**src/hdl/labm_pkg.sv**
```systemverilog
/*
   Shared definitions for the ABM manager
   - Host address and AXI burst length widths
   - Host address, burst length and ABM index types
   - States of the request state machine
*/

`default_nettype none

package labm_pkg;

   // Width of an address in host RAM
   localparam int HOST_ADDR_W = 64;

   // Width of an AXI4 burst length field
   localparam int LEN_W = 8;

   // An AXI burst length holds the number of beats minus one
   typedef logic [LEN_W-1:0] labm_len_t;

   // A byte address in host RAM
   typedef logic [HOST_ADDR_W-1:0] labm_host_addr_t;

   // Selects one of the two ABM buffers
   typedef logic labm_abm_t;

   // The two master requests are acknowledged one after the other,
   // then the data of both bursts is awaited
   typedef enum logic [1:0] {
      IDLE,
      WAIT_REQ0_ACK,
      WAIT_REQ1_ACK,
      WAIT_DATA
   } labm_state_t;

endpackage

`default_nettype wire

```
**src/hdl/labm_beat_if.sv**
```systemverilog
/*
   Stream of read-data beats
   - Data word, last flag, valid and ready
   - Source, sink and monitor modports
*/

`timescale 1ns/100ps
`default_nettype none

interface labm_beat_if #(
   parameter int DATA_W = 32
) ();

   // A beat moves on a clock edge where valid and ready are both high
   logic [DATA_W-1:0] data;
   logic              last;
   logic              valid;
   logic              ready;

   // The source holds valid and data steady until the beat is taken
   modport source (output data, last, valid, input ready);

   modport sink (input data, last, valid, output ready);

   // Observes the handshake without taking part in it
   modport monitor (input last, valid, ready);

endinterface

`default_nettype wire

```
**src/hdl/labm_burst_tracker.sv**
```systemverilog
/*
   Burst tracker of the ABM manager
   - Selects the FIFO that receives the master read beats
   - Records which of the two ABM bursts have fully arrived
*/

`timescale 1ns/100ps
`default_nettype none

module labm_burst_tracker import labm_pkg::*; (
   input  wire          clk,
   input  wire          resetn,
   input  wire          begin_burst,
   labm_beat_if.monitor beats,
   output labm_abm_t    fifo_sel,
   output logic         all_fetched
);

   // One flag per ABM, set when its burst has ended
   logic [1:0] fetched;
   logic       last_xfer;

   // The final beat of a burst is being handed over
   assign last_xfer = beats.valid && beats.ready && beats.last;

   always_ff @(posedge clk) begin
      if (!resetn || begin_burst) begin
         fifo_sel <= 1'b0;
         fetched  <= 2'b00;
      end else if (last_xfer) begin
         // Burst 1 always follows burst 0
         fifo_sel          <= 1'b1;
         fetched[fifo_sel] <= 1'b1;
      end
   end

   // High once both bursts are in the FIFOs
   assign all_fetched = &fetched;

endmodule

`default_nettype wire

```
**src/flat_wrapper.sv**
```systemverilog
// flat-port wrapper written by rule: the top's interface ports become plain ports
module labm_burst_tracker_flat import labm_pkg::*;
  (clk, resetn, begin_burst, fifo_sel, all_fetched, beats_last, beats_valid, beats_ready);
  labm_beat_if beats_i ();
  input  wire clk;
  input  wire resetn;
  input  wire begin_burst;
  output labm_abm_t fifo_sel;
  output logic all_fetched;
  input wire logic [$bits(beats_i.last)-1:0] beats_last;
  input wire logic [$bits(beats_i.valid)-1:0] beats_valid;
  input wire logic [$bits(beats_i.ready)-1:0] beats_ready;
  assign beats_i.last = beats_last;
  assign beats_i.valid = beats_valid;
  assign beats_i.ready = beats_ready;
  labm_burst_tracker u_core (.clk(clk), .resetn(resetn), .begin_burst(begin_burst), .beats(beats_i), .fifo_sel(fifo_sel), .all_fetched(all_fetched));
endmodule
```
**config.mk**
```make
export PLATFORM = sky130hd
export DESIGN_NAME = labm_burst_tracker_flat
export DESIGN_NICKNAME = d
export VERILOG_FILES = /design/src/hdl/labm_pkg.sv /design/src/hdl/labm_beat_if.sv /design/src/hdl/labm_burst_tracker.sv /design/src/flat_wrapper.sv
export SDC_FILE = /design/constraint.sdc
export NUM_CORES = 1
export LEC_CHECK = 0
export ABC_AREA = 1
export ABC_CLOCK_PERIOD_IN_PS = 800
export BUFFER_PORTS_ARGS = -buffer_cell sky130_fd_sc_hd__buf_2
export CAP_MARGIN = 0
export CELL_PAD_IN_SITES_DETAIL_PLACEMENT = 1
export CELL_PAD_IN_SITES_GLOBAL_PLACEMENT = 2
export CORE_AREA = 2 2 39 41
export CTS_CLUSTER_SIZE = 14
export DETAILED_ROUTE_END_ITERATION = 6
export DIE_AREA = 0 0 41 43
export PLACE_DENSITY_LB_ADDON = 0.1
export SYNTH_ARGS = -nofsm -noshare
export SYNTH_HDL_FRONTEND = slang
export SYNTH_SLANG_ARGS = --single-unit
```
**constraint.sdc**
```tcl
create_clock -name clk -period 0.8 [get_ports clk]
set_clock_uncertainty 0.15 [all_clocks]
set_input_delay 0.2 -clock clk [delete_from_list [all_inputs] [get_ports clk]]
set_output_delay 0.2 -clock clk [all_outputs]
set_load 0.02 [all_outputs]
```
==> flow_summary.ini <==
[timing]
slew_violations = 0
hold_viol_final = 0
fmax_mhz = 901
setup_viol = 4
maxSlewHeadroom_pct = 90.4
min_period_ps = 1110
rsz0062_at_grt = true
layout_setup_ws_ps = -309
period_share_pct = 139
worst_slew_pin_slew_ps = 143

[critical_path]
slowest_delay_ps = 320
cp_slowest_cell = dfxtp_2
critPathBufInv = 2
cp-start-kind = register
critical_path.top_delay_family = flip-flops
r2r_slack_ps = -130
arrival_ps = 760
cp_cell_sequence = nand2_2, inv_2, buf_6
worstPathMaxFanout = 2
worstPathRequired_ps = 450
worstSetupEndpointType = primary output
critical_path_class = register to primary output

[run_status]
violations = negative setup slack
status = complete, but fails checks

[yosys]
ys_async_sr_fraction_pct = 0
ys_top_cells_by_count = 5 x inv_1, 3 x a21oi_1, 3 x dfxtp_1
syn-mean-instance-area_sq_um = 7.43
synth_edf_count = 0
ys_ff_latch = 3
ys_seq_area_share_pct = 50.5
synth_cell_types = 6
synth_area_leader_cell = dfxtp_1
yosysTopAreaCellShare_pct = 50.5
netlist_area_sq_um = 119
ys.flop_type = dfxtp_1
yosysMostFrequentCell = inv_1
yosys_warnings = 0
synthTopCellsByArea = dfxtp_1 51%, inv_1 16%, a21oi_1 13%
syn_nets = 22
syn_inst = 16

[clocking]
cts_tree = built
root_buffer = clkbuf_4
cts_inserted_buffers = 3
cts_max_level = 1
clock_sinks = 3
clock_path_buffers = 2
clock_latency_ps = 230
clkSlewWorstSetupHoldPaths_ps = 40

[cells_and_area]
area_delta_synth_final_pct = 114
final_net_count = 37
fillers = 174
final-instance-count-excl-fill = 46
drive_gt1_share_pct = 66.7
n_antenna_cell = 0

[detailed_routing]
num_vias = 151
drc = 0
drtIter0Drc = 3
drt-total-wl_um = 368
ant_nets = 0
wl_per_cell_um = 8.00
drt_pass1_iterations = 4
vias_per_cell = 3.28

[global_routing]
grt_overflow = 0
grt_pass1_vias = 142
antenna_found_initial = 0
track_usage_pct = 5.21
grt_pass1_wl_um = 524
grt_max_degree = 4

[placement]
port_buffers = 7
hpwlAfterDp_um = 240
dp_slack_ps = -108
finalWeightedCongestion = 0.586
dp.cells = 39

[floorplan]
initial_utilization_pct = 8.59
die_x_um = 41
io_pins = 8
rows = 14
die_area_sq_um = 1760
core_area_sq_um = 1380
die_h_um = 43

[power_and_ir_drop]
powerDensity_nw_per_um2 = 1790
ir_drop_mv = 0.301
p_leak_nw = 0.114

[flow_run]
maxCapViolCount = 0

[worst_hold_path]
hp-class = primary input to register
area by class of cell:
class                   count  area [sq um]  share of cell area, %
flip-flops and latches      3          66.3                   26.1
clock buffers               4          26.3                   10.3
well taps                  16          20.0                   7.88
repair buffers             10          73.8                   29.1
multi-input cells           8          46.3                   18.2
inverters                   5          21.3                   8.37
flip-flops by register name, indices dropped and copies added, names as in the netlist:
register         cells
u_core.fifo_sel      1
u_core.fetched       2
placed cells by master, fill, tap and decap left out:
master    synthesis  final
clkbuf_4          0      3
inv_4             0      1
nand4_1           2      2
buf_4             0      2
buf_2             0      5
clkbuf_1          0      1
nand3_1           1      1
a21oi_1           3      2
nand2_1           2      1
buf_6             0      3
dfxtp_2           0      2
a21oi_2           0      1
inv_1             5      3
inv_2             0      1
nand2_2           0      1
dfxtp_4           0      1
per-stage QoR:
stage / hold WS [ps] / setup TNS, ps / instance area [sq um] / power (W) / utilization, %
2_1_floorplan: 186 / 0 / 124 / 0.000163 / -
3_3_place_gp: 292 / -153 / 179 / 0.000181 / 12.9
3_5_place_dp: 295 / -151 / 179 / 0.000181 / 12.9
4_1_cts: 82.4 / -796 / 240 / 0.000467 / 17.4
5_1_grt: 98.8 / -928 / 254 / 0.000485 / 18.4
6_report: 104 / -758 / 254 / 0.000454 / 18.4
routing by layer:
metal / global-route usage (%) / part of all wire (%)
met5: 0 / 0
met4: 10.0 / 0
met3: 0 / 6.5
met2: 5.63 / 53
met1: 6.05 / 40
worst min-delay path: stages:
cell,delay [ps]
buf_2,110
nand3_1,80
a21oi_2,50
cell families after synthesis:
kind of cell,share of synthesized area (%)
buffers and inverters,15.8
AO/OA/AOI/OAI,12.6
AND/OR/NAND/NOR,21.0
flip-flops,50.5
power by group:
group           total, W  internal, W  switching (W)
logic          0.0000352    0.0000183      0.0000169
registers       0.000153     0.000151     0.00000202
clock network   0.000266     0.000187      0.0000790
path summary, 6_finish.rpt:
| kind | from | endpoint | depth (start not counted) |
|---|---|---|---|
| setup / recovery | u_core.fetched[0]$_SDFFE_PP0P_ | all_fetched | 3 |
| hold / removal | beats_last | u_core.fifo_sel$_SDFFE_PP0P_ | 3 |
| setup reg to reg | u_core.fifo_sel$_SDFFE_PP0P_ | u_core.fetched[0]$_SDFFE_PP0P_ | 4 |
| hold reg to reg | u_core.fifo_sel$_SDFFE_PP0P_ | u_core.fifo_sel$_SDFFE_PP0P_ | 3 |
repair_timing:
action / CTS / global route
pin swaps: 2 / 2
gates resized for setup: 8 / 2
gates cloned: 0 / 0
setup buffers: 2 / 1
endpoints found under the setup margin: 3 / 5
hold buffers: 0 / 0
Note: power is estimated with default switching activity, not from simulation.
