**src/hdl/labm_pkg.sv**
```systemverilog
/*
   Shared definitions for the ABM manager
   - Host address and AXI burst length widths
   - Host address, burst length and ABM index types
   - States of the request state machine
*/

`default_nettype none

package labm_pkg;

   // Width of an address in host RAM
   localparam int HOST_ADDR_W = 64;

   // Width of an AXI4 burst length field
   localparam int LEN_W = 8;

   // An AXI burst length holds the number of beats minus one
   typedef logic [LEN_W-1:0] labm_len_t;

   // A byte address in host RAM
   typedef logic [HOST_ADDR_W-1:0] labm_host_addr_t;

   // Selects one of the two ABM buffers
   typedef logic labm_abm_t;

   // The two master requests are acknowledged one after the other,
   // then the data of both bursts is awaited
   typedef enum logic [1:0] {
      IDLE,
      WAIT_REQ0_ACK,
      WAIT_REQ1_ACK,
      WAIT_DATA
   } labm_state_t;

endpackage

`default_nettype wire

```
**src/hdl/labm_request_fsm.sv**
```systemverilog
/*
   Request state machine of the ABM manager
   - Accepts one read request on the slave AR channel
   - Issues two master AR requests, to ABM 0 and then to ABM 1
   - Pulses begin_burst on acceptance
   - Waits for both bursts to be fetched before the next request
*/

`timescale 1ns/100ps
`default_nettype none

module labm_request_fsm import labm_pkg::*; #(
   parameter int SLV_ADDR_W = 20
) (
   input  wire                    clk,
   input  wire                    resetn,
   input  labm_host_addr_t        abm0_addr,
   input  labm_host_addr_t        abm1_addr,
   input  wire [SLV_ADDR_W-1:0]   s_araddr,
   input  labm_len_t              s_arlen,
   input  wire                    s_arvalid,
   output logic                   s_arready,
   output labm_host_addr_t        m_araddr,
   output labm_len_t              m_arlen,
   output logic                   m_arvalid,
   input  wire                    m_arready,
   input  wire                    all_fetched,
   output logic                   begin_burst
);

   labm_state_t     state;

   // Offset into the ABMs, kept for forming the second address
   labm_host_addr_t offset;

   logic            accept;
   logic            req0_done;

   // New requests are taken only while idle
   assign s_arready = (state == IDLE) && resetn;
   assign accept    = s_arvalid && s_arready;
   assign req0_done = (state == WAIT_REQ0_ACK) && m_arvalid && m_arready;

   //==================================================
   // State register and control outputs
   //==================================================
   always_ff @(posedge clk) begin
      // begin_burst is high for a single cycle at a time
      begin_burst <= 1'b0;
      if (!resetn) begin
         state     <= IDLE;
         m_arvalid <= 1'b0;
      end else begin
         case (state)
            IDLE: begin
               if (accept) begin
                  m_arvalid   <= 1'b1;
                  begin_burst <= 1'b1;
                  state       <= WAIT_REQ0_ACK;
               end
            end
            // ARVALID stays high across both requests
            WAIT_REQ0_ACK: begin
               if (m_arready) begin
                  state <= WAIT_REQ1_ACK;
               end
            end
            WAIT_REQ1_ACK: begin
               if (m_arready) begin
                  m_arvalid <= 1'b0;
                  state     <= WAIT_DATA;
               end
            end
            // Both bursts must be in the FIFOs before the next request
            WAIT_DATA: begin
               if (all_fetched) begin
                  state <= IDLE;
               end
            end
            default: state <= IDLE;
         endcase
      end
   end

   //==================================================
   // Master address and length
   //==================================================
   always_ff @(posedge clk) begin
      if (accept) begin
         offset   <= labm_host_addr_t'(s_araddr);
         m_araddr <= abm0_addr + labm_host_addr_t'(s_araddr);
         m_arlen  <= s_arlen;
      end else if (req0_done) begin
         // Same offset and length, now into ABM 1
         m_araddr <= abm1_addr + offset;
      end
   end

endmodule

`default_nettype wire

```
**config.mk**
```make
export PLATFORM = sky130hd
export DESIGN_NAME = labm_request_fsm
export DESIGN_NICKNAME = d
export VERILOG_FILES = /design/src/hdl/labm_pkg.sv /design/src/hdl/labm_request_fsm.sv
export SDC_FILE = /design/constraint.sdc
export NUM_CORES = 1
export LEC_CHECK = 0
export ABC_AREA = 1
export CELL_PAD_IN_SITES_DETAIL_PLACEMENT = 0
export CELL_PAD_IN_SITES_GLOBAL_PLACEMENT = 1
export CORE_MARGIN = 5
export CORE_UTILIZATION = 35
export DETAILED_ROUTE_END_ITERATION = 6
export DONT_BUFFER_PORTS = 1
export PLACE_DENSITY = 0.67
export SYNTH_ARGS = -nofsm -noshare
export SYNTH_HDL_FRONTEND = slang
export SYNTH_SLANG_ARGS = --single-unit
```
**constraint.sdc**
```tcl
create_clock -name clk -period 8.4 [get_ports clk]
set_clock_uncertainty 0.2 [all_clocks]
set_input_delay 0.84 -clock clk [delete_from_list [all_inputs] [get_ports clk]]
set_output_delay 0.84 -clock clk [all_outputs]
set_load 0.02 [all_outputs]
```
==> impl_summary.txt <==
----------------------------------------------------
[Run status]
  Result of the run ... finished with violations
  Violated checks ... DRC

[STA]
  Shortest clock period the worst path allows after layout ... 3.19 ns
  Number of endpoints with negative hold slack in the final report ... 0
  Slew of the pin with the lowest slew margin ... 1.05 ns
  Final period util ... 0.380
  Number of endpoints failing setup at the final stage ... 0
  Number of max-slew violations in the final report ... 0
  FMAX ... approximately 0.31 GHz
  Unrepaired setup endpoints after global routing ... false
  Max-slew headroom at the worst pin ... 0.301
  Total Negative Setup Slacks ... 0 ns

[Run]
  Number of max-cap violations ... 0

[Setup path]
  Worst reg2reg path endpoint ... m_araddr[17]
  CP Data Arrival Time ... around 3 ns
  Start of the worst register-to-register path ... state[1]
  Type of destination of the critical path ... flip-flop
  Critical path required time ... 8.27 ns
  Path type of the worst setup path ... flip-flop to flip-flop
  FF-to-FF path depth ... 10
  Setup slack, reg-to-reg ... 5.21 ns
  Maximum fanout along the worst path ... 88
  Critical path launch point type ... flip-flop

[GRT]
  First-pass GRT wire length ... 62400 um
  Antenna violations before repair ... 0
  Global router's overall resource usage ... 0.250
  Largest net degree at the start of global routing ... 89
  Number of global-route vias before repair ... just over 10000
  Overflow left after global routing ... 0

[Synth]
  Distinct cell type count of the synthesized netlist ... 36
  Yosys warning count ... 0
  Count of flip-flops with a built-in enable after synthesis ... 92
  Share of Yosys cell area claimed by the top area cell type ... 0.270
  Mean instance size in the synthesized netlist ... between 5 and 6 um^2
  Post-Synthesis Cell Area ... 10200 um^2
  Most area-hungry cell type in the Yosys netlist ... sky130_fd_sc_hd__edfxtp_1
  Cell types with the largest area share after synthesis ... sky130_fd_sc_hd__edfxtp_1, sky130_fd_sc_hd__nand2_1, sky130_fd_sc_hd__inv_1, sky130_fd_sc_hd__nand3_1, sky130_fd_sc_hd__nor2_1
  Post-synthesis async set-or-reset flop share ... 0
  Post-synthesis instance total ... 1717
  Fraction of the yosys area taken by sequential cells ... 0.277
  Post-Syn Nets ... 1924
  Most used flip-flop cell after synthesis ... sky130_fd_sc_hd__edfxtp_1
  Synth Register Bits ... 96

[Final layout]
  Fin area ... 11000 um^2
  Number of nets in the layout ... between 1500 and 2000
  Antenna fix cells ... 0
  Ratio of cells with drive above 1 in the final layout ... 0.0377
  Non-filler cells, final ... 2106
  Area growth from synthesis to layout ... 7.58%

[Pwr]
  Static leakage ... 5.56 nW
  Cell area power density ... 161 nW/um^2
  Worst vdd ir ... 0.0918 mV

[Floorplan]
  Die height ... 181 um
  Die width ... between 150 and 200 um
  Row cnt ... 62
  Die area ... 32800 um^2
  Placeable core area ... 28800 um^2
  Ports ... 236
  Starting density of the core ... 0.356

[Route]
  Vias post-DR ... 10700
  Overall routed net length ... 42200 um
  Residual DRC ... 1
  WL per Instance ... 20.0 um
  Detailed-route vias per instance ... 5.10
  Pre-Repair DR Iteration Count ... 7
  Antenna-violating nets left ... 0
  Number of violations reported at the end of detailed-routing iteration 0 ... 919

[Placed design]
  Half-perimeter wire length after placement ... 36100 um
  Placed insts ... 2090
  Global placer's final weighted congestion ... roughly 0.95
  Dpl cell area ... 10700 um^2
  Port Buffers ... 0

[Clocking]
  Clock sink count ... 96
  Clock tree from TritonCTS ... yes
  CTS buffer count ... 9
  Deepest level of the CTS H-tree ... 3
  Post-CTS repair timing setup buffer count ... 0
  Root Driver ... sky130_fd_sc_hd__clkbuf_16
  Hold buffer count at CTS ... 0
  Clk pin slew, worst setup/hold paths ... 0.07 ns
  Skew-Pair Late Insertion Delay ... 0.35 ns
  Max clock buf depth ... 2
  Post-cts sizing count ... 0

[Hold path]
  Hold crit path type ... flip-flop to flip-flop
  Min-Delay Endpoint ... state[0]
  Depth of the worst hold-timing path ... 2
  Source of the worst hold timing path ... state[0]

----------------------------------------------------
-- power breakdown --
part / switching [mW] / internal [mW]
combinational: 0.392 / 0.154
clock: 0.187 / 0.273
sequential: 0.127 / 0.641
-- metal layers --
metal,GRT usage,routed length (um),up-vias
li1,-,-,5463
met2,0.401,18900,365
met1,0.356,19400,4888
met3,0.0388,3150,27
met4,0.0570,788,0
met5,0,0,-
-- layout make-up --
type	instances	area, um^2
multi-input combinational	1308	6230
tap	384	480
fill	3205	17800
timing repair buffer	2	15.0
clock buffer	11	243
inverter	300	1130
sequential	96	2840
clock inverter	5	87.6
-- placed cells by master (no fill, tap or decap), types with 2 or more instances in the layout --
master,n
sky130_fd_sc_hd__inv_2,2
sky130_fd_sc_hd__clkbuf_16,9
sky130_fd_sc_hd__nand3_2,11
sky130_fd_sc_hd__a21o_1,3
sky130_fd_sc_hd__o21bai_1,4
sky130_fd_sc_hd__xor2_1,14
sky130_fd_sc_hd__ha_1,44
sky130_fd_sc_hd__or2_2,4
sky130_fd_sc_hd__or2_1,3
sky130_fd_sc_hd__nand2_2,7
sky130_fd_sc_hd__o21a_1,3
sky130_fd_sc_hd__nand4_1,35
sky130_fd_sc_hd__nor2_1,148
sky130_fd_sc_hd__a21boi_0,4
sky130_fd_sc_hd__xnor2_1,2
sky130_fd_sc_hd__a21oi_1,49
sky130_fd_sc_hd__buf_4,2
sky130_fd_sc_hd__bufinv_16,2
sky130_fd_sc_hd__nor3_1,33
sky130_fd_sc_hd__nand3_1,188
sky130_fd_sc_hd__fa_1,2
sky130_fd_sc_hd__nand3b_1,11
sky130_fd_sc_hd__o21ai_0,50
sky130_fd_sc_hd__and2_1,4
sky130_fd_sc_hd__o21ai_1,5
sky130_fd_sc_hd__nor3_2,7
sky130_fd_sc_hd__edfxtp_1,92
sky130_fd_sc_hd__dfxtp_1,4
sky130_fd_sc_hd__nor2_2,12
sky130_fd_sc_hd__inv_1,297
sky130_fd_sc_hd__nand2_1,659
-- registers in the layout, summed over array words and instances (netlist names) --
register and flops:
m_arvalid 1, m_arlen 8, offset 20, begin_burst 1, state 2, m_araddr 64
-- cells by family after synthesis --
logic type      count (synthesis)  synth area share
simple gates                 1126             0.473
buf+inv                       313             0.116
compound gates                120            0.0624
flops                          96             0.277
fa+ha+maj                      46            0.0576
xor+xnor                       16            0.0137
-- synthesized netlist by cell type (4+ instances only) --
library cell               instances
sky130_fd_sc_hd__nor2_1          148
sky130_fd_sc_hd__o21ai_1           5
sky130_fd_sc_hd__nand3b_1         11
sky130_fd_sc_hd__clkbuf_1          4
sky130_fd_sc_hd__nand3_2          11
sky130_fd_sc_hd__and2_1            4
sky130_fd_sc_hd__or2_2             4
sky130_fd_sc_hd__buf_2             9
sky130_fd_sc_hd__nand2_2           6
sky130_fd_sc_hd__xor2_1           14
sky130_fd_sc_hd__nor3_2            7
sky130_fd_sc_hd__nor3_1           33
sky130_fd_sc_hd__a21boi_0          4
sky130_fd_sc_hd__a21oi_1          49
sky130_fd_sc_hd__inv_1           297
sky130_fd_sc_hd__o21bai_1          4
sky130_fd_sc_hd__ha_1             44
sky130_fd_sc_hd__dfxtp_1           4
sky130_fd_sc_hd__nand4_1          35
sky130_fd_sc_hd__nand2_1         661
sky130_fd_sc_hd__o21ai_0          50
sky130_fd_sc_hd__nand3_1         188
sky130_fd_sc_hd__nor2_2           12
sky130_fd_sc_hd__edfxtp_1         92
-- metrics by stage --
step | power, mW | worst slack (ns) | hold slack, ns | utilization
floorplan | 1.13 | 4.95 | 0.269 | -
global placement | 1.32 | 5.07 | 0.294 | 0.371
detailed placement | 1.32 | 5.02 | 0.299 | 0.371
CTS | 1.78 | 5.26 | 0.310 | 0.383
global route | 1.88 | 4.88 | 0.349 | 0.383
finish | 1.77 | 5.21 | 0.301 | 0.383
-- worst max-delay path by stage --
stage                  start           end  cells past startpoint
CTS                 state[1]  m_araddr[17]                     10
global route        state[1]  m_araddr[17]                     10
detailed placement    resetn  m_araddr[17]                      8
global placement      resetn  m_araddr[17]                      8
floorplan             resetn   m_araddr[0]                      5
finish              state[1]  m_araddr[17]                     10
-- critical path, stage by stage (launching register included) --
cell and delay [ns]:
sky130_fd_sc_hd__dfxtp_1 0.33, sky130_fd_sc_hd__inv_1 0.10, sky130_fd_sc_hd__ha_1 0.19, sky130_fd_sc_hd__nand2_1 0.06
sky130_fd_sc_hd__inv_1 0.18, sky130_fd_sc_hd__nand2_2 0.09, sky130_fd_sc_hd__clkinv_2 0.27, sky130_fd_sc_hd__buf_4 0.83
sky130_fd_sc_hd__a21oi_1 0.06, sky130_fd_sc_hd__o21ai_0 0.34, sky130_fd_sc_hd__o21ai_0 0.18
Power figures use the tool's default switching activity.
